$ cat src/common/p2p_defines.svh
`ifndef P2P_DEFINES_SVH
`define P2P_DEFINES_SVH

// lane and stream geometry
`define P2P_NUM_LANES     2
`define P2P_DATA_W        64   // tkeep is one bit per byte of this
`define P2P_ID_W          4
`define P2P_DEST_W        4
`define P2P_USER_W        16

// register byte offsets
`define P2P_REG_PAUSE     8'h00   // read-write mask with one bit per lane
`define P2P_REG_TS_LATCH  8'h04   // write-only snapshot trigger
`define P2P_REG_TS_UPPER  8'h08   // read-only snapshot bits 63:32
`define P2P_REG_TS_LOWER  8'h0C   // read-only snapshot bits 31:0
`define P2P_REG_PKT_BASE  8'h10   // read-only count of lane i at base + 4*i

`endif

$ cat src/common/p2p_pkg.sv
`include "p2p_defines.svh"

package p2p_pkg;

   // one stream beat without its handshake
   typedef struct packed {
      logic [`P2P_DATA_W-1:0]   tdata;
      logic [`P2P_DATA_W/8-1:0] tkeep;
      logic                     tlast;
      logic [`P2P_ID_W-1:0]     tid;
      logic [`P2P_DEST_W-1:0]   tdest;
      logic [`P2P_USER_W-1:0]   tuser;
   } axis_beat_t;

   typedef logic [7:0]  reg_addr_t;    // register byte address
   typedef logic [31:0] reg_data_t;

   typedef logic [31:0] pkt_cnt_t;     // wraps at 2^32
   typedef logic [63:0] timestamp_t;

endpackage

$ cat src/common/axis_lane_if.sv
`timescale 1ns/1ps

interface axis_lane_if #(
   parameter type beat_t = p2p_pkg::axis_beat_t
);

   logic  valid;
   logic  ready;
   beat_t beat;    // payload qualified by valid

   // beat moves on an edge with valid and ready both high
   modport tx (
      output valid,
      output beat,
      input  ready
   );

   modport rx (
      input  valid,
      input  beat,
      output ready
   );

endinterface

$ cat src/common/p2p_reg_if.sv
`timescale 1ns/1ps
`include "p2p_defines.svh"

interface p2p_reg_if;

   import p2p_pkg::*;

   logic [`P2P_NUM_LANES-1:0] pause;           // from register block
   logic                      ts_latch_evt;    // one-cycle pulse
   pkt_cnt_t                  live_cnt [`P2P_NUM_LANES];   // one entry per lane
   timestamp_t                snap_ts;
   pkt_cnt_t                  snap_cnt [`P2P_NUM_LANES];

   modport ctrl (
      output pause,
      output ts_latch_evt,
      input  snap_ts,
      input  snap_cnt
   );

   // the top picks out bit and entry i for lane i
   modport lane (
      input  pause,
      output live_cnt
   );

   modport collect (
      input  ts_latch_evt,
      input  live_cnt,
      output snap_ts,
      output snap_cnt
   );

endinterface

$ cat src/regs/p2p_reg_blk.sv
`timescale 1ns/1ps
`include "p2p_defines.svh"

module p2p_reg_blk (
   input  logic                core_clk,
   input  logic                reset,

   input  logic                wr_valid,
   output logic                wr_ready,
   input  p2p_pkg::reg_addr_t  wr_addr,
   input  p2p_pkg::reg_data_t  wr_data,
   output logic                wr_done,

   input  logic                rd_valid,
   output logic                rd_ready,
   input  p2p_pkg::reg_addr_t  rd_addr,
   output logic                rd_data_valid,
   output p2p_pkg::reg_data_t  rd_data,

   p2p_reg_if.ctrl             reg_if
);

   import p2p_pkg::*;

   logic                      wr_accept;
   logic                      rd_accept;
   logic                      wr_done_q;
   logic                      ts_latch_q;
   logic                      rd_valid_q;
   logic [`P2P_NUM_LANES-1:0] pause_q;
   reg_data_t                 rd_mux;
   reg_data_t                 rd_data_q;

   assign wr_ready  = ~wr_done_q;    // one write in flight at a time
   assign rd_ready  = 1'b1;          // one-cycle read latency that never stalls
   assign wr_accept = wr_valid & wr_ready;
   assign rd_accept = rd_valid & rd_ready;

   // write side
   always_ff @(posedge core_clk) begin
      if (reset) begin
         wr_done_q  <= 1'b0;
         ts_latch_q <= 1'b0;
         pause_q    <= '0;
      end else begin
         wr_done_q  <= wr_accept;
         ts_latch_q <= wr_accept && (wr_addr == `P2P_REG_TS_LATCH);
         if (wr_accept && (wr_addr == `P2P_REG_PAUSE)) begin
            pause_q <= wr_data[`P2P_NUM_LANES-1:0];    // upper bits dropped
         end
      end
   end

   // unmapped offsets and TS_LATCH read as zero
   always_comb begin
      rd_mux = '0;
      case (rd_addr)
         `P2P_REG_PAUSE:    rd_mux = reg_data_t'(pause_q);
         `P2P_REG_TS_UPPER: rd_mux = reg_if.snap_ts[63:32];
         `P2P_REG_TS_LOWER: rd_mux = reg_if.snap_ts[31:0];
         default: begin
            for (int i = 0; i < `P2P_NUM_LANES; i++) begin
               if (rd_addr == reg_addr_t'(`P2P_REG_PKT_BASE + 4 * i)) begin
                  rd_mux = reg_if.snap_cnt[i];
               end
            end
         end
      endcase
   end

   always_ff @(posedge core_clk) begin
      if (reset) begin
         rd_valid_q <= 1'b0;
      end else begin
         rd_valid_q <= rd_accept;
      end
   end

   always_ff @(posedge core_clk) begin
      if (rd_accept) begin
         rd_data_q <= rd_mux;    // held until the next read
      end
   end

   assign wr_done             = wr_done_q;
   assign rd_data_valid       = rd_valid_q;
   assign rd_data             = rd_data_q;
   assign reg_if.pause        = pause_q;
   assign reg_if.ts_latch_evt = ts_latch_q;

   a_wr_done_pulse: assert property (@(posedge core_clk) disable iff (reset)
      wr_done |=> !wr_done);

   a_latch_pulse: assert property (@(posedge core_clk) disable iff (reset)
      reg_if.ts_latch_evt |=> !reg_if.ts_latch_evt);

   a_rd_follows_req: assert property (@(posedge core_clk) disable iff (reset)
      rd_data_valid |-> $past(rd_valid && rd_ready));

endmodule

$ cat src/logic/p2p_lane.sv
`timescale 1ns/1ps

module p2p_lane #(
   parameter type beat_t = p2p_pkg::axis_beat_t
) (
   input  logic              core_clk,
   input  logic              reset,

   axis_lane_if.rx           rx,
   axis_lane_if.tx           tx,

   input  logic              pause,
   output p2p_pkg::pkt_cnt_t live_cnt
);

   import p2p_pkg::*;

   beat_t    beat;
   logic     xfer;
   pkt_cnt_t cnt_q;

   // zero-latency data path with nothing buffered
   assign beat    = rx.beat;
   assign tx.beat = beat;

   // pause closes the lane in both directions
   assign tx.valid = rx.valid & ~pause;
   assign rx.ready = tx.ready & ~pause;

   assign xfer = tx.valid & tx.ready;

   // one count per packet, taken on its last beat
   always_ff @(posedge core_clk) begin
      if (reset) begin
         cnt_q <= '0;
      end else if (xfer && beat.tlast) begin
         cnt_q <= cnt_q + 1'b1;    // wraps naturally
      end
   end

   assign live_cnt = cnt_q;

   a_pause_blocks: assert property (@(posedge core_clk) disable iff (reset)
      pause |-> !tx.valid && !rx.ready);

endmodule

$ cat src/logic/p2p_status_collect.sv
`timescale 1ns/1ps
`include "p2p_defines.svh"

module p2p_status_collect (
   input  logic                core_clk,
   input  logic                reset,
   input  p2p_pkg::timestamp_t timestamp,
   p2p_reg_if.collect          reg_if
);

   import p2p_pkg::*;

   timestamp_t snap_ts_q;
   pkt_cnt_t   snap_cnt_q [`P2P_NUM_LANES];

   // timestamp and every lane count captured on the same edge
   always_ff @(posedge core_clk) begin
      if (reset) begin
         snap_ts_q  <= '0;
         snap_cnt_q <= '{default: '0};
      end else if (reg_if.ts_latch_evt) begin
         snap_ts_q  <= timestamp;
         snap_cnt_q <= reg_if.live_cnt;
      end
   end

   assign reg_if.snap_ts  = snap_ts_q;
   assign reg_if.snap_cnt = snap_cnt_q;

   for (genvar g = 0; g < `P2P_NUM_LANES; g++) begin : g_chk
      a_snap_hold: assert property (@(posedge core_clk) disable iff (reset)
         !$past(reg_if.ts_latch_evt) |-> $stable(snap_ts_q) && $stable(snap_cnt_q[g]));
   end

endmodule

$ cat src/logic/p2p_shell.sv
`timescale 1ns/1ps
`include "p2p_defines.svh"

module p2p_shell (
   input  logic                                         core_clk,
   input  logic                                         reset,

   input  logic [`P2P_NUM_LANES-1:0]                    in_tvalid,
   output logic [`P2P_NUM_LANES-1:0]                    in_tready,
   input  logic [`P2P_NUM_LANES-1:0][`P2P_DATA_W-1:0]   in_tdata,
   input  logic [`P2P_NUM_LANES-1:0][`P2P_DATA_W/8-1:0] in_tkeep,
   input  logic [`P2P_NUM_LANES-1:0]                    in_tlast,
   input  logic [`P2P_NUM_LANES-1:0][`P2P_ID_W-1:0]     in_tid,
   input  logic [`P2P_NUM_LANES-1:0][`P2P_DEST_W-1:0]   in_tdest,
   input  logic [`P2P_NUM_LANES-1:0][`P2P_USER_W-1:0]   in_tuser,

   output logic [`P2P_NUM_LANES-1:0]                    out_tvalid,
   input  logic [`P2P_NUM_LANES-1:0]                    out_tready,
   output logic [`P2P_NUM_LANES-1:0][`P2P_DATA_W-1:0]   out_tdata,
   output logic [`P2P_NUM_LANES-1:0][`P2P_DATA_W/8-1:0] out_tkeep,
   output logic [`P2P_NUM_LANES-1:0]                    out_tlast,
   output logic [`P2P_NUM_LANES-1:0][`P2P_ID_W-1:0]     out_tid,
   output logic [`P2P_NUM_LANES-1:0][`P2P_DEST_W-1:0]   out_tdest,
   output logic [`P2P_NUM_LANES-1:0][`P2P_USER_W-1:0]   out_tuser,

   input  p2p_pkg::timestamp_t                          timestamp,

   input  logic                                         wr_valid,
   output logic                                         wr_ready,
   input  p2p_pkg::reg_addr_t                           wr_addr,
   input  p2p_pkg::reg_data_t                           wr_data,
   output logic                                         wr_done,

   input  logic                                         rd_valid,
   output logic                                         rd_ready,
   input  p2p_pkg::reg_addr_t                           rd_addr,
   output logic                                         rd_data_valid,
   output p2p_pkg::reg_data_t                           rd_data
);

   import p2p_pkg::*;

   p2p_reg_if reg_if ();

   p2p_reg_blk u_reg_blk (
      .core_clk      (core_clk),
      .reset         (reset),
      .wr_valid      (wr_valid),
      .wr_ready      (wr_ready),
      .wr_addr       (wr_addr),
      .wr_data       (wr_data),
      .wr_done       (wr_done),
      .rd_valid      (rd_valid),
      .rd_ready      (rd_ready),
      .rd_addr       (rd_addr),
      .rd_data_valid (rd_data_valid),
      .rd_data       (rd_data),
      .reg_if        (reg_if.ctrl)
   );

   p2p_status_collect u_collect (
      .core_clk  (core_clk),
      .reset     (reset),
      .timestamp (timestamp),
      .reg_if    (reg_if.collect)
   );

   for (genvar i = 0; i < `P2P_NUM_LANES; i++) begin : g_lane
      axis_lane_if #(.beat_t(axis_beat_t)) in_if ();    // from the switch port
      axis_lane_if #(.beat_t(axis_beat_t)) out_if ();   // toward the switch port

      assign in_if.valid = in_tvalid[i];
      assign in_if.beat  = '{tdata: in_tdata[i], tkeep: in_tkeep[i], tlast: in_tlast[i],
                             tid: in_tid[i], tdest: in_tdest[i], tuser: in_tuser[i]};
      assign in_tready[i] = in_if.ready;

      assign out_tvalid[i] = out_if.valid;
      assign out_if.ready  = out_tready[i];
      assign out_tdata[i]  = out_if.beat.tdata;
      assign out_tkeep[i]  = out_if.beat.tkeep;
      assign out_tlast[i]  = out_if.beat.tlast;
      assign out_tid[i]    = out_if.beat.tid;
      assign out_tdest[i]  = out_if.beat.tdest;
      assign out_tuser[i]  = out_if.beat.tuser;

      p2p_lane #(.beat_t(axis_beat_t)) u_lane (
         .core_clk (core_clk),
         .reset    (reset),
         .rx       (in_if.rx),
         .tx       (out_if.tx),
         .pause    (reg_if.pause[i]),
         .live_cnt (reg_if.live_cnt[i])
      );
   end

endmodule

$ cat config.mk
export PLATFORM = sky130hd
export DESIGN_NAME = p2p_shell
export DESIGN_NICKNAME = d
export VERILOG_FILES = /design/src/common/p2p_pkg.sv /design/src/common/axis_lane_if.sv /design/src/common/p2p_reg_if.sv /design/src/regs/p2p_reg_blk.sv /design/src/logic/p2p_lane.sv /design/src/logic/p2p_status_collect.sv /design/src/logic/p2p_shell.sv
export VERILOG_INCLUDE_DIRS = /design/src /design/src/common
export SDC_FILE = /design/constraint.sdc
export NUM_CORES = 1
export LEC_CHECK = 0
export ABC_AREA = 1
export BUFFER_PORTS_ARGS = -buffer_cell sky130_fd_sc_hd__buf_2
export CORE_AREA = 2 2 215 217
export DETAILED_ROUTE_END_ITERATION = 7
export DIE_AREA = 0 0 217 219
export SETUP_SLACK_MARGIN = 0.15
export SYNTH_ARGS = -nofsm -noshare
export SYNTH_HDL_FRONTEND = slang
export SYNTH_SLANG_ARGS = --single-unit
$ cat constraint.sdc
create_clock -name core_clk -period 1.5 [get_ports core_clk]
set_input_delay 0.225 -clock core_clk [delete_from_list [all_inputs] [get_ports core_clk]]
set_output_delay 0.225 -clock core_clk [all_outputs]
set_load 0.05 [all_outputs]
### Word-level counts from Yosys, hierarchy flattened

Cells that the tools add are included.

| word-level totals | value |
|---|---|
| bits in registers | 229 |
| output and inout port bits | 234 |
| logic and storage cells | 36 |
| bits of input ports | 314 |

| operators by class | value |
|---|---|
| reductions and logical operators | 6 |
| add/subtract/negate cells | 2 |
| bitwise operators | 10 |
| equality and inequality tests | 5 |
| multiplexer cells | 3 |

Operators by type and width:

| kind | number |
|---|---|
| one-hot mux 32 bit (3 select lines) | 1 |
| adder 32 x 1 -> 32 bit (second input constant) | 2 |
| two-way mux 32 bit | 2 |
| == test 8 x 4 -> 1 bit (second input constant) | 2 |
| == test 8 x 5 -> 1 bit (second input constant) | 2 |
| logical NOT 8 bit | 2 |
| == test 8 x 3 -> 1 bit (second input constant) | 1 |
| bitwise AND 1 bit | 7 |
| logical AND 1 bit | 4 |
| inverter 1 bit | 3 |

### Depth between registers and ports, before layout

Gate-level depths: netlist of run 1.

| logic depth | value |
|---|---|
| word-level depth | 4 |
| gate-level depth with buffers | 10 |
| gate-level depth less buffers | 10 |

### Modules after synthesis

From an unflattened synthesis of run 1, not the netlist that was laid out.

| unflattened totals | value |
|---|---|
| cells, all modules | 1895 |
| area total of the unflattened synthesis | 12918.6 um^2 |

By module, submodules not included:

| module | cells each | sequential area each (um^2) | area each (um^2) | instances |
|---|---|---|---|---|
| p2p_status_collect | 811 | 2562.5 | 5206.2 | 1 |
| p2p_lane | 399 | 640.6 | 2595.0 | 2 |
| p2p_reg_blk | 282 | 1061.0 | 2492.4 | 1 |
| p2p_shell | 4 | 0.0 | 30.0 | 1 |

### Worst setup path after synthesis of run 1

Ideal clock, no wire load.

| path | value |
|---|---|
| path kind | register to register |
| from | reg u_reg_blk.wr_done_q (netlist: u_reg_blk.wr_done) |
| to | reg u_reg_blk.pause_q[1] (netlist: u_reg_blk.reg_if.pause[1]) |
| data required time | 1.430 ns |
| cell stages (with the launch flop) | 7 |
| data arrival time | 1.438 ns |
| setup time | 0.070 ns |
| slack | -0.008 ns |
| path through | dfxtp_1 -> inv_1 -> nand2_1 -> nor2_1 -> nand2_1 -> o21ai_0 -> a21oi_1 |

| between the ends | value |
|---|---|
| longest elaborated chain between the ends | 3 |

RTL lines:

| what | line | text |
|---|---|---|
| from (decl) | p2p_reg_blk.sv:27 | `logic wr_done_q;` |
| from (signal assigned) | p2p_reg_blk.sv:46 | `wr_done_q <= wr_accept;` |
| inverter 1 bit | p2p_reg_blk.sv:34 | `assign wr_ready = ~wr_done_q;` |
| net wr_ready | p2p_shell.sv:29 | `output logic wr_ready,` |
| bitwise AND 1 bit | p2p_reg_blk.sv:36 | `assign wr_accept = wr_valid & wr_ready;` |
| logical AND 1 bit | p2p_reg_blk.sv:48 | `` if (wr_accept && (wr_addr == `P2P_REG_PAUSE)) begin `` |
| to (signal assigned) | p2p_reg_blk.sv:49 | `` pause_q <= wr_data[`P2P_NUM_LANES-1:0]; `` |
| to (decl) | p2p_reg_blk.sv:30 | `` logic [`P2P_NUM_LANES-1:0] pause_q; `` |

The timed path passes the listed nets, and every way through them passes these cells.
A chain may end at the register's enable or synchronous reset.

### Worst setup path in the final report of run 1

| path | value |
|---|---|
| from | reg u_reg_blk.pause_q[0] (netlist: u_reg_blk.reg_if.pause[0]) |
| to | out in_tready[0] |

| between the ends | value |
|---|---|
| longest elaborated chain between the ends | 2 |

RTL lines:

| what | line | text |
|---|---|---|
| inverter 1 bit | p2p_lane.sv:28 | `assign rx.ready = tx.ready & ~pause;` |
| bitwise AND 1 bit | p2p_lane.sv:28 |  |
| to (decl) | p2p_shell.sv:9 | `` output logic [`P2P_NUM_LANES-1:0] in_tready, `` |

Every way passes these cells.

==> run_summary.xml, run 1 <==
<?xml version="1.0" encoding="UTF-8"?>
<metrics>
  <group name="worst_setup_path">
    <metric name="crit_path_max_incr_delay" unit="ns">0.33</metric>
    <metric name="cpMostUsedCell" unit="">buf_6</metric>
    <metric name="critical-path-top-delay-family" unit="">buffers and inverters</metric>
    <metric name="timing.critical_path.cells" unit="">buf_6, nor2_4, buf_6, buf_12</metric>
    <metric name="worstSetupEndpointType" unit="">output pin</metric>
    <metric name="cp_max_fo" unit="">2</metric>
    <metric name="reg2regPathDepth" unit="">10</metric>
    <metric name="worstPathRequired" unit="ns">1.27</metric>
    <metric name="cp.arrival" unit="ns">1.34</metric>
    <metric name="critical_path.n_buffers_inverters" unit="">3</metric>
    <metric name="critical_path_class" unit="">reg2out</metric>
    <metric name="worstSetupStartpointType" unit="">flip-flop</metric>
    <metric name="critical_path_top_delay_cell" unit="">dfxtp_2</metric>
    <metric name="logic_depth_of_the_worst_setup_path_including_buffers" unit="">4</metric>
  </group>
  <group name="grt">
    <metric name="globalRoute.totalOverflow" unit="">0</metric>
    <metric name="groute.usage.overall" unit="">0.1558</metric>
    <metric name="antenna_found_initial" unit="">0</metric>
    <metric name="grt_pass1_vias" unit="">10518</metric>
    <metric name="largest_net_degree_at_the_start_of_global_routing" unit="">77</metric>
    <metric name="wire_length_of_the_first_global_routing_pass" unit="microns">57750</metric>
  </group>
  <group name="layout">
    <metric name="post_route_cells_drive_above_1_share" unit="">0.2820</metric>
    <metric name="fin_area" unit="sq um">15020</metric>
    <metric name="final-instance-count-excl-fill" unit="">2274</metric>
    <metric name="final.fill_count" unit="">4651</metric>
    <metric name="fin_nets" unit="">1971</metric>
    <metric name="flow.area_growth_from_synthesis" unit="%">27.39</metric>
    <metric name="num_antenna_cells" unit="">0</metric>
  </group>
  <group name="power">
    <metric name="ir_drop" unit="mV">0.7420</metric>
    <metric name="power.static_leakage" unit="nW">6.334</metric>
    <metric name="powerDensity" unit="nW/um^2">922.4</metric>
  </group>
  <group name="placed_design">
    <metric name="place.detailed.instances" unit="">2126</metric>
    <metric name="hpwlAfterDp" unit="microns">27850</metric>
    <metric name="detailed_place.area" unit="sq um">12320</metric>
    <metric name="io_buffers" unit="">132</metric>
    <metric name="routabilityCongestion" unit="">0.9117</metric>
  </group>
  <group name="clocking">
    <metric name="cts_tree" unit="">done</metric>
    <metric name="clock_sinks" unit="">229</metric>
    <metric name="clk_path_buf_depth" unit="">3</metric>
    <metric name="clock_pin_slew_worst_setup_and_hold_paths" unit="ns">0.06</metric>
    <metric name="worst_skew_pair.late_latency" unit="ns">0.56</metric>
    <metric name="number_of_clock_buffers_inserted_by_tritoncts" unit="">26</metric>
    <metric name="htree_num_levels" unit="">1</metric>
    <metric name="ctsRootBufferMaster" unit="">clkbuf_16</metric>
  </group>
  <group name="logic_synthesis">
    <metric name="synth-async-reset-ratio" unit="">0</metric>
    <metric name="synth_fp_nets" unit="">1896</metric>
    <metric name="synthDistinctLibCells" unit="">39</metric>
    <metric name="ys.warnings.count" unit="">0</metric>
    <metric name="synth-seq-cells" unit="">229</metric>
    <metric name="synth-seq-area-share" unit="">0.4160</metric>
    <metric name="synthesis.area" unit="sq um">11790</metric>
    <metric name="postSynth.topFlopCell" unit="">dfxtp_1</metric>
    <metric name="postSynthAreaPerCell" unit="sq um">7.461</metric>
    <metric name="syn_inst" unit="">1580</metric>
    <metric name="synth_enable_flop_cells" unit="">32</metric>
  </group>
  <group name="timing">
    <metric name="min_period" unit="ns">1.563</metric>
    <metric name="hold_violations" unit="">0</metric>
    <metric name="achievable-frequency" unit="GHz">0.6400</metric>
    <metric name="grt_setup_unrepaired" unit="">yes</metric>
    <metric name="clock-skew-final" unit="ns">0.03406</metric>
    <metric name="report.final.slew_viol_count" unit="">0</metric>
    <metric name="post-route-worst-setup-slack" unit="ns">-0.06258</metric>
    <metric name="timing.final.crit_share" unit="">1.042</metric>
    <metric name="setup_viol" unit="">13</metric>
  </group>
  <group name="route">
    <metric name="detailroute.via_count" unit="">10770</metric>
    <metric name="routed_wire_length_per_instance" unit="microns">17.26</metric>
    <metric name="detailedRoute.firstIterationViolations" unit="">704</metric>
    <metric name="antenna_nets_post_route" unit="">0</metric>
    <metric name="detailed_routing_iteration_count_for_the_pre_antenna_repair_pass" unit="">5</metric>
    <metric name="avgViaCountPerCell" unit="">4.736</metric>
    <metric name="drcViolationCount" unit="">0</metric>
    <metric name="routed_wirelength" unit="microns">39260</metric>
  </group>
  <group name="floorplanning">
    <metric name="dieWidth" unit="microns">217</metric>
    <metric name="dieArea" unit="sq um">47520</metric>
    <metric name="floorplan.rows" unit="">78</metric>
    <metric name="initial_core_utilization" unit="">0.2615</metric>
    <metric name="core" unit="sq um">45090</metric>
    <metric name="die_height" unit="microns">219</metric>
    <metric name="top_level_ports" unit="">548</metric>
  </group>
  <group name="outcome">
    <metric name="status" unit="">complete, but fails checks</metric>
    <metric name="violations" unit="">negative setup slack</metric>
  </group>
  <group name="min_path">
    <metric name="min-delay-path-class" unit="">in2reg</metric>
    <metric name="hold-path-cell-count" unit="">4</metric>
  </group>
  <group name="run">
    <metric name="drv_cap" unit="">0</metric>
  </group>
</metrics>
-- sequential cells by signal, summed over array words and instances (netlist names) --
register,flops
u_reg_blk.rd_data_valid,1
u_reg_blk.wr_done,1
u_collect.reg_if.snap_cnt,64
g_lane.u_lane.live_cnt,64
u_collect.reg_if.snap_ts,64
u_reg_blk.rd_data,32
u_reg_blk.reg_if.ts_latch_evt,1
u_reg_blk.reg_if.pause,2
-- power by group --
| group | total (mW) | switching, mW | leakage [nW] | internal (mW) |
|---|---|---|---|---|
| registers | 6.30 | 0.0395 | 1.92 | 6.26 |
| logic | 1.04 | 0.573 | 3.99 | 0.463 |
| clock network | 6.52 | 2.64 | 0.420 | 3.88 |
-- metal layers --
layer | track usage | vias up | part of all wire
li1 | - | 5115 | -
met1 | 0.1828 | 5055 | 0.40
met2 | 0.2534 | 435 | 0.46
met3 | 0.04144 | 163 | 0.078
met4 | 0.09566 | 2 | 0.058
met5 | 0.006250 | - | 0.0010
-- metrics by stage --
stage / power (mW) / util / setup TNS (ns) / hold slack (ns) / setup WS [ns]
after floorplan: 8.211 / - / 0 / 0.3320 / 0.1578
final: 13.85 / 0.3331 / -0.2455 / 0.05718 / -0.06258
after detailed placement: 7.199 / 0.2732 / -1.982 / 0.4503 / -0.1393
after CTS: 13.96 / 0.3234 / -0.3872 / 0.03611 / -0.08340
after global routing: 14.26 / 0.3331 / -2.951 / 0.08942 / -0.1589
after global placement: 7.192 / 0.2732 / -1.567 / 0.4503 / -0.1285
-- Yosys cell counts, drive strengths merged, types with 2 or more instances --
master	instances	share of area
nor3b	3	0.0019
o211ai	14	0.015
edfxtp	32	0.082
a31oi	2	0.0011
nand3	156	0.068
nor3	17	0.013
inv	106	0.034
nor2	303	0.11
dfxtp	197	0.33
nand2	207	0.068
nand4	31	0.016
buf	234	0.14
o21ai	150	0.064
ha	2	0.0021
clkbuf	38	0.012
o21a	3	0.0019
a21oi	78	0.033
-- repair_timing --
item / 4_1_cts / 5_1_grt
endpoints found under the setup margin: 89 / 95
pin swaps: 33 / 41
hold endpoints to repair: 68 / 0
resized for setup: 170 / 104
hold buffers: 69 / 0
setup buffers: 16 / 16
-- cell type report --
cell class | instances | area, sq um | area share
multi-input cells | 972 | 5201 | 0.3463
flip-flops and latches | 229 | 4955 | 0.3299
well taps | 600 | 750.7 | 0.04999
inverters | 107 | 410.4 | 0.02733
clock buffers | 38 | 725.7 | 0.04832
clock inverters | 9 | 140.1 | 0.009331
repair buffers | 319 | 2835 | 0.1888
-- worst min-delay path: stages --
cell and delay (ns):
buf_2 0.11, inv_4 0.10, nand2_1 0.09, nor2_1 0.03
-- placed cells by master, fill, tap and decap left out, types with 4 or more instances in the layout --
cell and instances:
nor2_1 259, nand2_1 173, dfxtp_1 169, nand3_1 138
o21ai_0 136, buf_2 93, inv_1 91, buf_4 78
a21oi_1 72, dlygate4sd3_1 69, buf_6 54, edfxtp_1 32
nor2_4 31, nand4_1 31, clkbuf_16 26, dfxtp_2 22
buf_12 22, nand2_2 21, o211ai_2 14, inv_2 13
nand3_2 12, nor2_2 12, nand2_4 10, clkbuf_1 9
nor3_4 8, o21ai_1 7, o21ai_2 6, nand3_4 6
dfxtp_4 6, a21oi_2 5, nor3_2 5, nor3_1 4
-- worst paths after layout --
path                                              startpoint                                    endpoint  slack, ns
hold / removal                                         reset  g_lane[1].u_lane.live_cnt[29]$_SDFFE_PP0P_       0.06
hold reg to reg   g_lane[1].u_lane.live_cnt[13]$_SDFFE_PP0P_  g_lane[1].u_lane.live_cnt[13]$_SDFFE_PP0P_       0.46
setup / recovery      u_reg_blk.reg_if.pause[0]$_SDFFE_PP0P_                                in_tready[0]      -0.06
setup reg to reg   g_lane[1].u_lane.live_cnt[1]$_SDFFE_PP0P_  g_lane[1].u_lane.live_cnt[26]$_SDFFE_PP0P_      -0.03
-- kinds of logic (layout without fill, tap and decap cells) --
group	after synthesis	count (layout)	share of synthesized area
fa+ha+maj	2	2	0.002122
simple gates	721	721	0.2762
flops	229	229	0.4160
xor+xnor	1	1	0.0007431
other cells	1	1	0.0003181
compound gates	247	247	0.1149
buf+inv	379	473	0.1897
No activity file was read; power rests on OpenSTA's default activity.
==> inputs of run 2 (changes only) <==
ABC_CLOCK_PERIOD_IN_PS = 1500   (was unset)
CORE_AREA = 2 2 212 214   (was 2 2 215 217)
DIE_AREA = 0 0 214 216   (was 0 0 217 219)
SYNTH_HIERARCHICAL = 1   (was unset)
==> run_summary.xml, run 2 <==
<?xml version="1.0" encoding="UTF-8"?>
<metrics>
  <group name="layout">
    <metric name="final_common_cell" unit="">nand2_1</metric>
    <metric name="num_antenna_cells" unit="">0</metric>
    <metric name="layout.core_utilization" unit="">0.3467</metric>
    <metric name="final-instance-count-excl-fill" unit="">2511</metric>
    <metric name="final_cell_mix" unit="">414 x nand2_1, 363 x nor2_1, 208 x inv_1, 161 x dfxtp_1, 145 x nand3_1</metric>
    <metric name="fin_nets" unit="">2216</metric>
    <metric name="post_route_cells_drive_above_1_share" unit="">0.2314</metric>
    <metric name="final.fill_count" unit="">4543</metric>
    <metric name="flow.area_growth_from_synthesis" unit="%">17.63</metric>
  </group>
  <group name="floorplanning">
    <metric name="initial_core_utilization" unit="">0.2947</metric>
    <metric name="dieArea" unit="sq um">46220</metric>
    <metric name="die_height" unit="microns">216</metric>
    <metric name="dieWidth" unit="microns">214</metric>
    <metric name="core" unit="sq um">43840</metric>
    <metric name="top_level_ports" unit="">548</metric>
    <metric name="floorplan.rows" unit="">77</metric>
  </group>
  <group name="power">
    <metric name="design_power_total" unit="mW">13.44</metric>
    <metric name="ir_drop" unit="mV">0.8710</metric>
    <metric name="powerDensity" unit="nW/um^2">884.6</metric>
    <metric name="power.static_leakage" unit="nW">6.174</metric>
  </group>
  <group name="logic_synthesis">
    <metric name="syn_inst" unit="">1895</metric>
    <metric name="postSynth.topFlopCell" unit="">dfxtp_1</metric>
    <metric name="synth_area_leader_cell" unit="">dfxtp_1</metric>
    <metric name="yosysMostFrequentCell" unit="">nand2_1</metric>
    <metric name="synth-seq-cells" unit="">229</metric>
    <metric name="ys.warnings.count" unit="">6</metric>
    <metric name="synth_commonest_cells" unit="">430 x nand2_1, 407 x nor2_1, 221 x buf_4</metric>
    <metric name="netlist.area_leader.share" unit="">0.3053</metric>
    <metric name="synth_fp_nets" unit="">2211</metric>
    <metric name="synthesis.area" unit="sq um">12920</metric>
    <metric name="synthTopCellsByArea" unit="">dfxtp_1 31%, buf_4 13%, nand2_1 12%, nor2_1 12%, edfxtp_1 7.4%</metric>
    <metric name="synth-async-reset-ratio" unit="">0</metric>
    <metric name="synth_enable_flop_cells" unit="">32</metric>
    <metric name="synthDistinctLibCells" unit="">34</metric>
    <metric name="synth-seq-area-share" unit="">0.3797</metric>
    <metric name="postSynthAreaPerCell" unit="sq um">6.817</metric>
  </group>
  <group name="clocking">
    <metric name="worst_skew_pair.late_latency" unit="ns">0.54</metric>
    <metric name="htree_num_levels" unit="">1</metric>
    <metric name="clk_path_buf_depth" unit="">3</metric>
    <metric name="clock_sinks" unit="">229</metric>
    <metric name="number_of_clock_buffers_inserted_by_tritoncts" unit="">25</metric>
    <metric name="cts_tree" unit="">done</metric>
    <metric name="ctsRootBufferMaster" unit="">clkbuf_16</metric>
    <metric name="clock_pin_slew_worst_setup_and_hold_paths" unit="ns">0.06</metric>
  </group>
  <group name="timing">
    <metric name="min_period" unit="ns">1.478</metric>
    <metric name="hold_violations" unit="">0</metric>
    <metric name="setup_viol" unit="">0</metric>
    <metric name="fin_setup_tns" unit="ns">0</metric>
    <metric name="post-route-worst-setup-slack" unit="ns">0.02196</metric>
    <metric name="timing.final.crit_share" unit="">0.9854</metric>
    <metric name="clock-skew-final" unit="ns">0.03139</metric>
    <metric name="grt_setup_unrepaired" unit="">yes</metric>
    <metric name="achievable-frequency" unit="GHz">0.6766</metric>
    <metric name="report.final.slew_viol_count" unit="">0</metric>
  </group>
  <group name="grt">
    <metric name="grtUsageMet1" unit="">0.1896</metric>
    <metric name="grt.met2_usage" unit="">0.2758</metric>
    <metric name="met3_usage" unit="">0.03763</metric>
    <metric name="largest_net_degree_at_the_start_of_global_routing" unit="">60</metric>
    <metric name="grt_pass1_vias" unit="">10905</metric>
    <metric name="antenna_found_initial" unit="">0</metric>
    <metric name="top_usage_layer" unit="">met2</metric>
    <metric name="groute.usage.overall" unit="">0.1630</metric>
    <metric name="wire_length_of_the_first_global_routing_pass" unit="microns">60260</metric>
    <metric name="globalRoute.totalOverflow" unit="">0</metric>
  </group>
  <group name="worst_setup_path">
    <metric name="critical_path_class" unit="">reg2out</metric>
    <metric name="critical-path-top-delay-family" unit="">flip-flops</metric>
    <metric name="cp_max_fo" unit="">1</metric>
    <metric name="worstPathRequired" unit="ns">1.27</metric>
    <metric name="worstSetupStartpointType" unit="">flip-flop</metric>
    <metric name="cp.arrival" unit="ns">1.25</metric>
    <metric name="worstSetupEndpointType" unit="">output pin</metric>
    <metric name="timing.critical_path.cells" unit="">buf_6</metric>
    <metric name="crit_path_max_incr_delay" unit="ns">0.50</metric>
    <metric name="critical_path.n_buffers_inverters" unit="">1</metric>
    <metric name="critical_path_top_delay_cell" unit="">edfxtp_1</metric>
  </group>
  <group name="outcome">
    <metric name="status" unit="">finished clean</metric>
  </group>
  <group name="route">
    <metric name="detailed_routing_iteration_count_for_the_pre_antenna_repair_pass" unit="">6</metric>
    <metric name="detailedRoute.firstIterationViolations" unit="">703</metric>
    <metric name="drcViolationCount" unit="">0</metric>
    <metric name="antenna_nets_post_route" unit="">0</metric>
    <metric name="avgViaCountPerCell" unit="">4.491</metric>
    <metric name="routed_wire_length_per_instance" unit="microns">15.66</metric>
    <metric name="routed_wirelength" unit="microns">39330</metric>
    <metric name="detailroute.via_count" unit="">11276</metric>
  </group>
  <group name="placed_design">
    <metric name="io_buffers" unit="">132</metric>
    <metric name="place_ws" unit="ns">0.02339</metric>
    <metric name="routabilityCongestion" unit="">0.9107</metric>
    <metric name="place.detailed.instances" unit="">2415</metric>
    <metric name="hpwlAfterDp" unit="microns">29030</metric>
  </group>
  <group name="run">
    <metric name="drv_cap" unit="">0</metric>
  </group>
  <group name="min_path">
    <metric name="min-delay-path-class" unit="">in2reg</metric>
  </group>
</metrics>
-- run 2: cell count changes in the layout (fill, tap and decap cells not counted), moves of 15 or more --
| cell | before | now |
|---|---|---|
| nor2_1 | 259 | 363 |
| a21oi_1 | 72 | 31 |
| nand3_2 | 12 | 27 |
| inv_1 | 91 | 208 |
| o21ai_0 | 136 | 11 |
| nand2_1 | 173 | 414 |
| nor2_2 | 12 | 30 |
| dlygate4sd3_1 | 69 | 34 |
| buf_4 | 78 | 55 |
-- run 2: final timing paths --
kind	startpoint	to	slack (ns)	depth (start not counted)
max reg2reg	g_lane[1].u_lane/live_cnt[0]$_SDFFE_PP0P_	g_lane[1].u_lane/live_cnt[23]$_SDFFE_PP0P_	0.07	8
max	u_reg_blk/rd_data[31]$_DFFE_PP_	rd_data[31]	0.02	1
min reg2reg	u_collect/reg_if.snap_ts[60]$_SDFFE_PP0P_	u_collect/reg_if.snap_ts[60]$_SDFFE_PP0P_	0.47	2
min	timestamp[6]	u_collect/reg_if.snap_ts[6]$_SDFFE_PP0P_	0.01	5
-- run 2: kinds of logic (layout without fill, tap and decap cells) --
group	Yosys count	after routing	synth area share
other	1	1	0.0002903
flip-flops	229	229	0.3797
buffers and inverters	499	523	0.2202
adder cells (fa/ha/maj)	2	2	0.001937
AND/OR/NAND/NOR	1110	1110	0.3750
AO/OA/AOI/OAI	50	50	0.02014
XOR/XNOR	4	4	0.002712
-- run 2: layout make-up --
cell class	count	area, sq um	area share
clock buffers	32	651.9	0.04290
clock inverters	14	143.9	0.009469
inverters	227	860.8	0.05665
multi-input cells	1167	5648	0.3717
flip-flops and latches	229	4957	0.3262
well taps	592	740.7	0.04874
repair buffers	250	2193	0.1443
-- run 2: power by group --
group	total (mW)	leakage, nW	switching [mW]	internal (mW)
clock network	6.13	0.385	2.55	3.58
logic	1.03	3.85	0.616	0.414
registers	6.28	1.94	0.0329	6.25
-- run 2: what timing repair did --
| action | in CTS | in global routing |
|---|---|---|
| gates resized for setup | 148 | 115 |
| hold buffers | 34 | 0 |
| setup endpoints to repair | 77 | 92 |
| buffers inserted | 6 | 9 |
| gates cloned | 0 | 1 |
| endpoints found under the hold margin | 34 | 0 |
| pin swaps | 25 | 29 |
-- run 2: metrics by stage --
step	hold WS (ns)	area [sq um]
detailed placement	0.4503	13120
CTS	0.001709	14740
finish	0.009602	15200
global placement	0.4503	13120
global route	0.02581	15200
floorplan	0.2962	12930
-- run 2: layer usage --
metal  wire [microns]  part of all wire
met2            18560              0.47
met4             2213             0.056
met1            15770              0.40
met5               60            0.0015
met3             2731             0.069
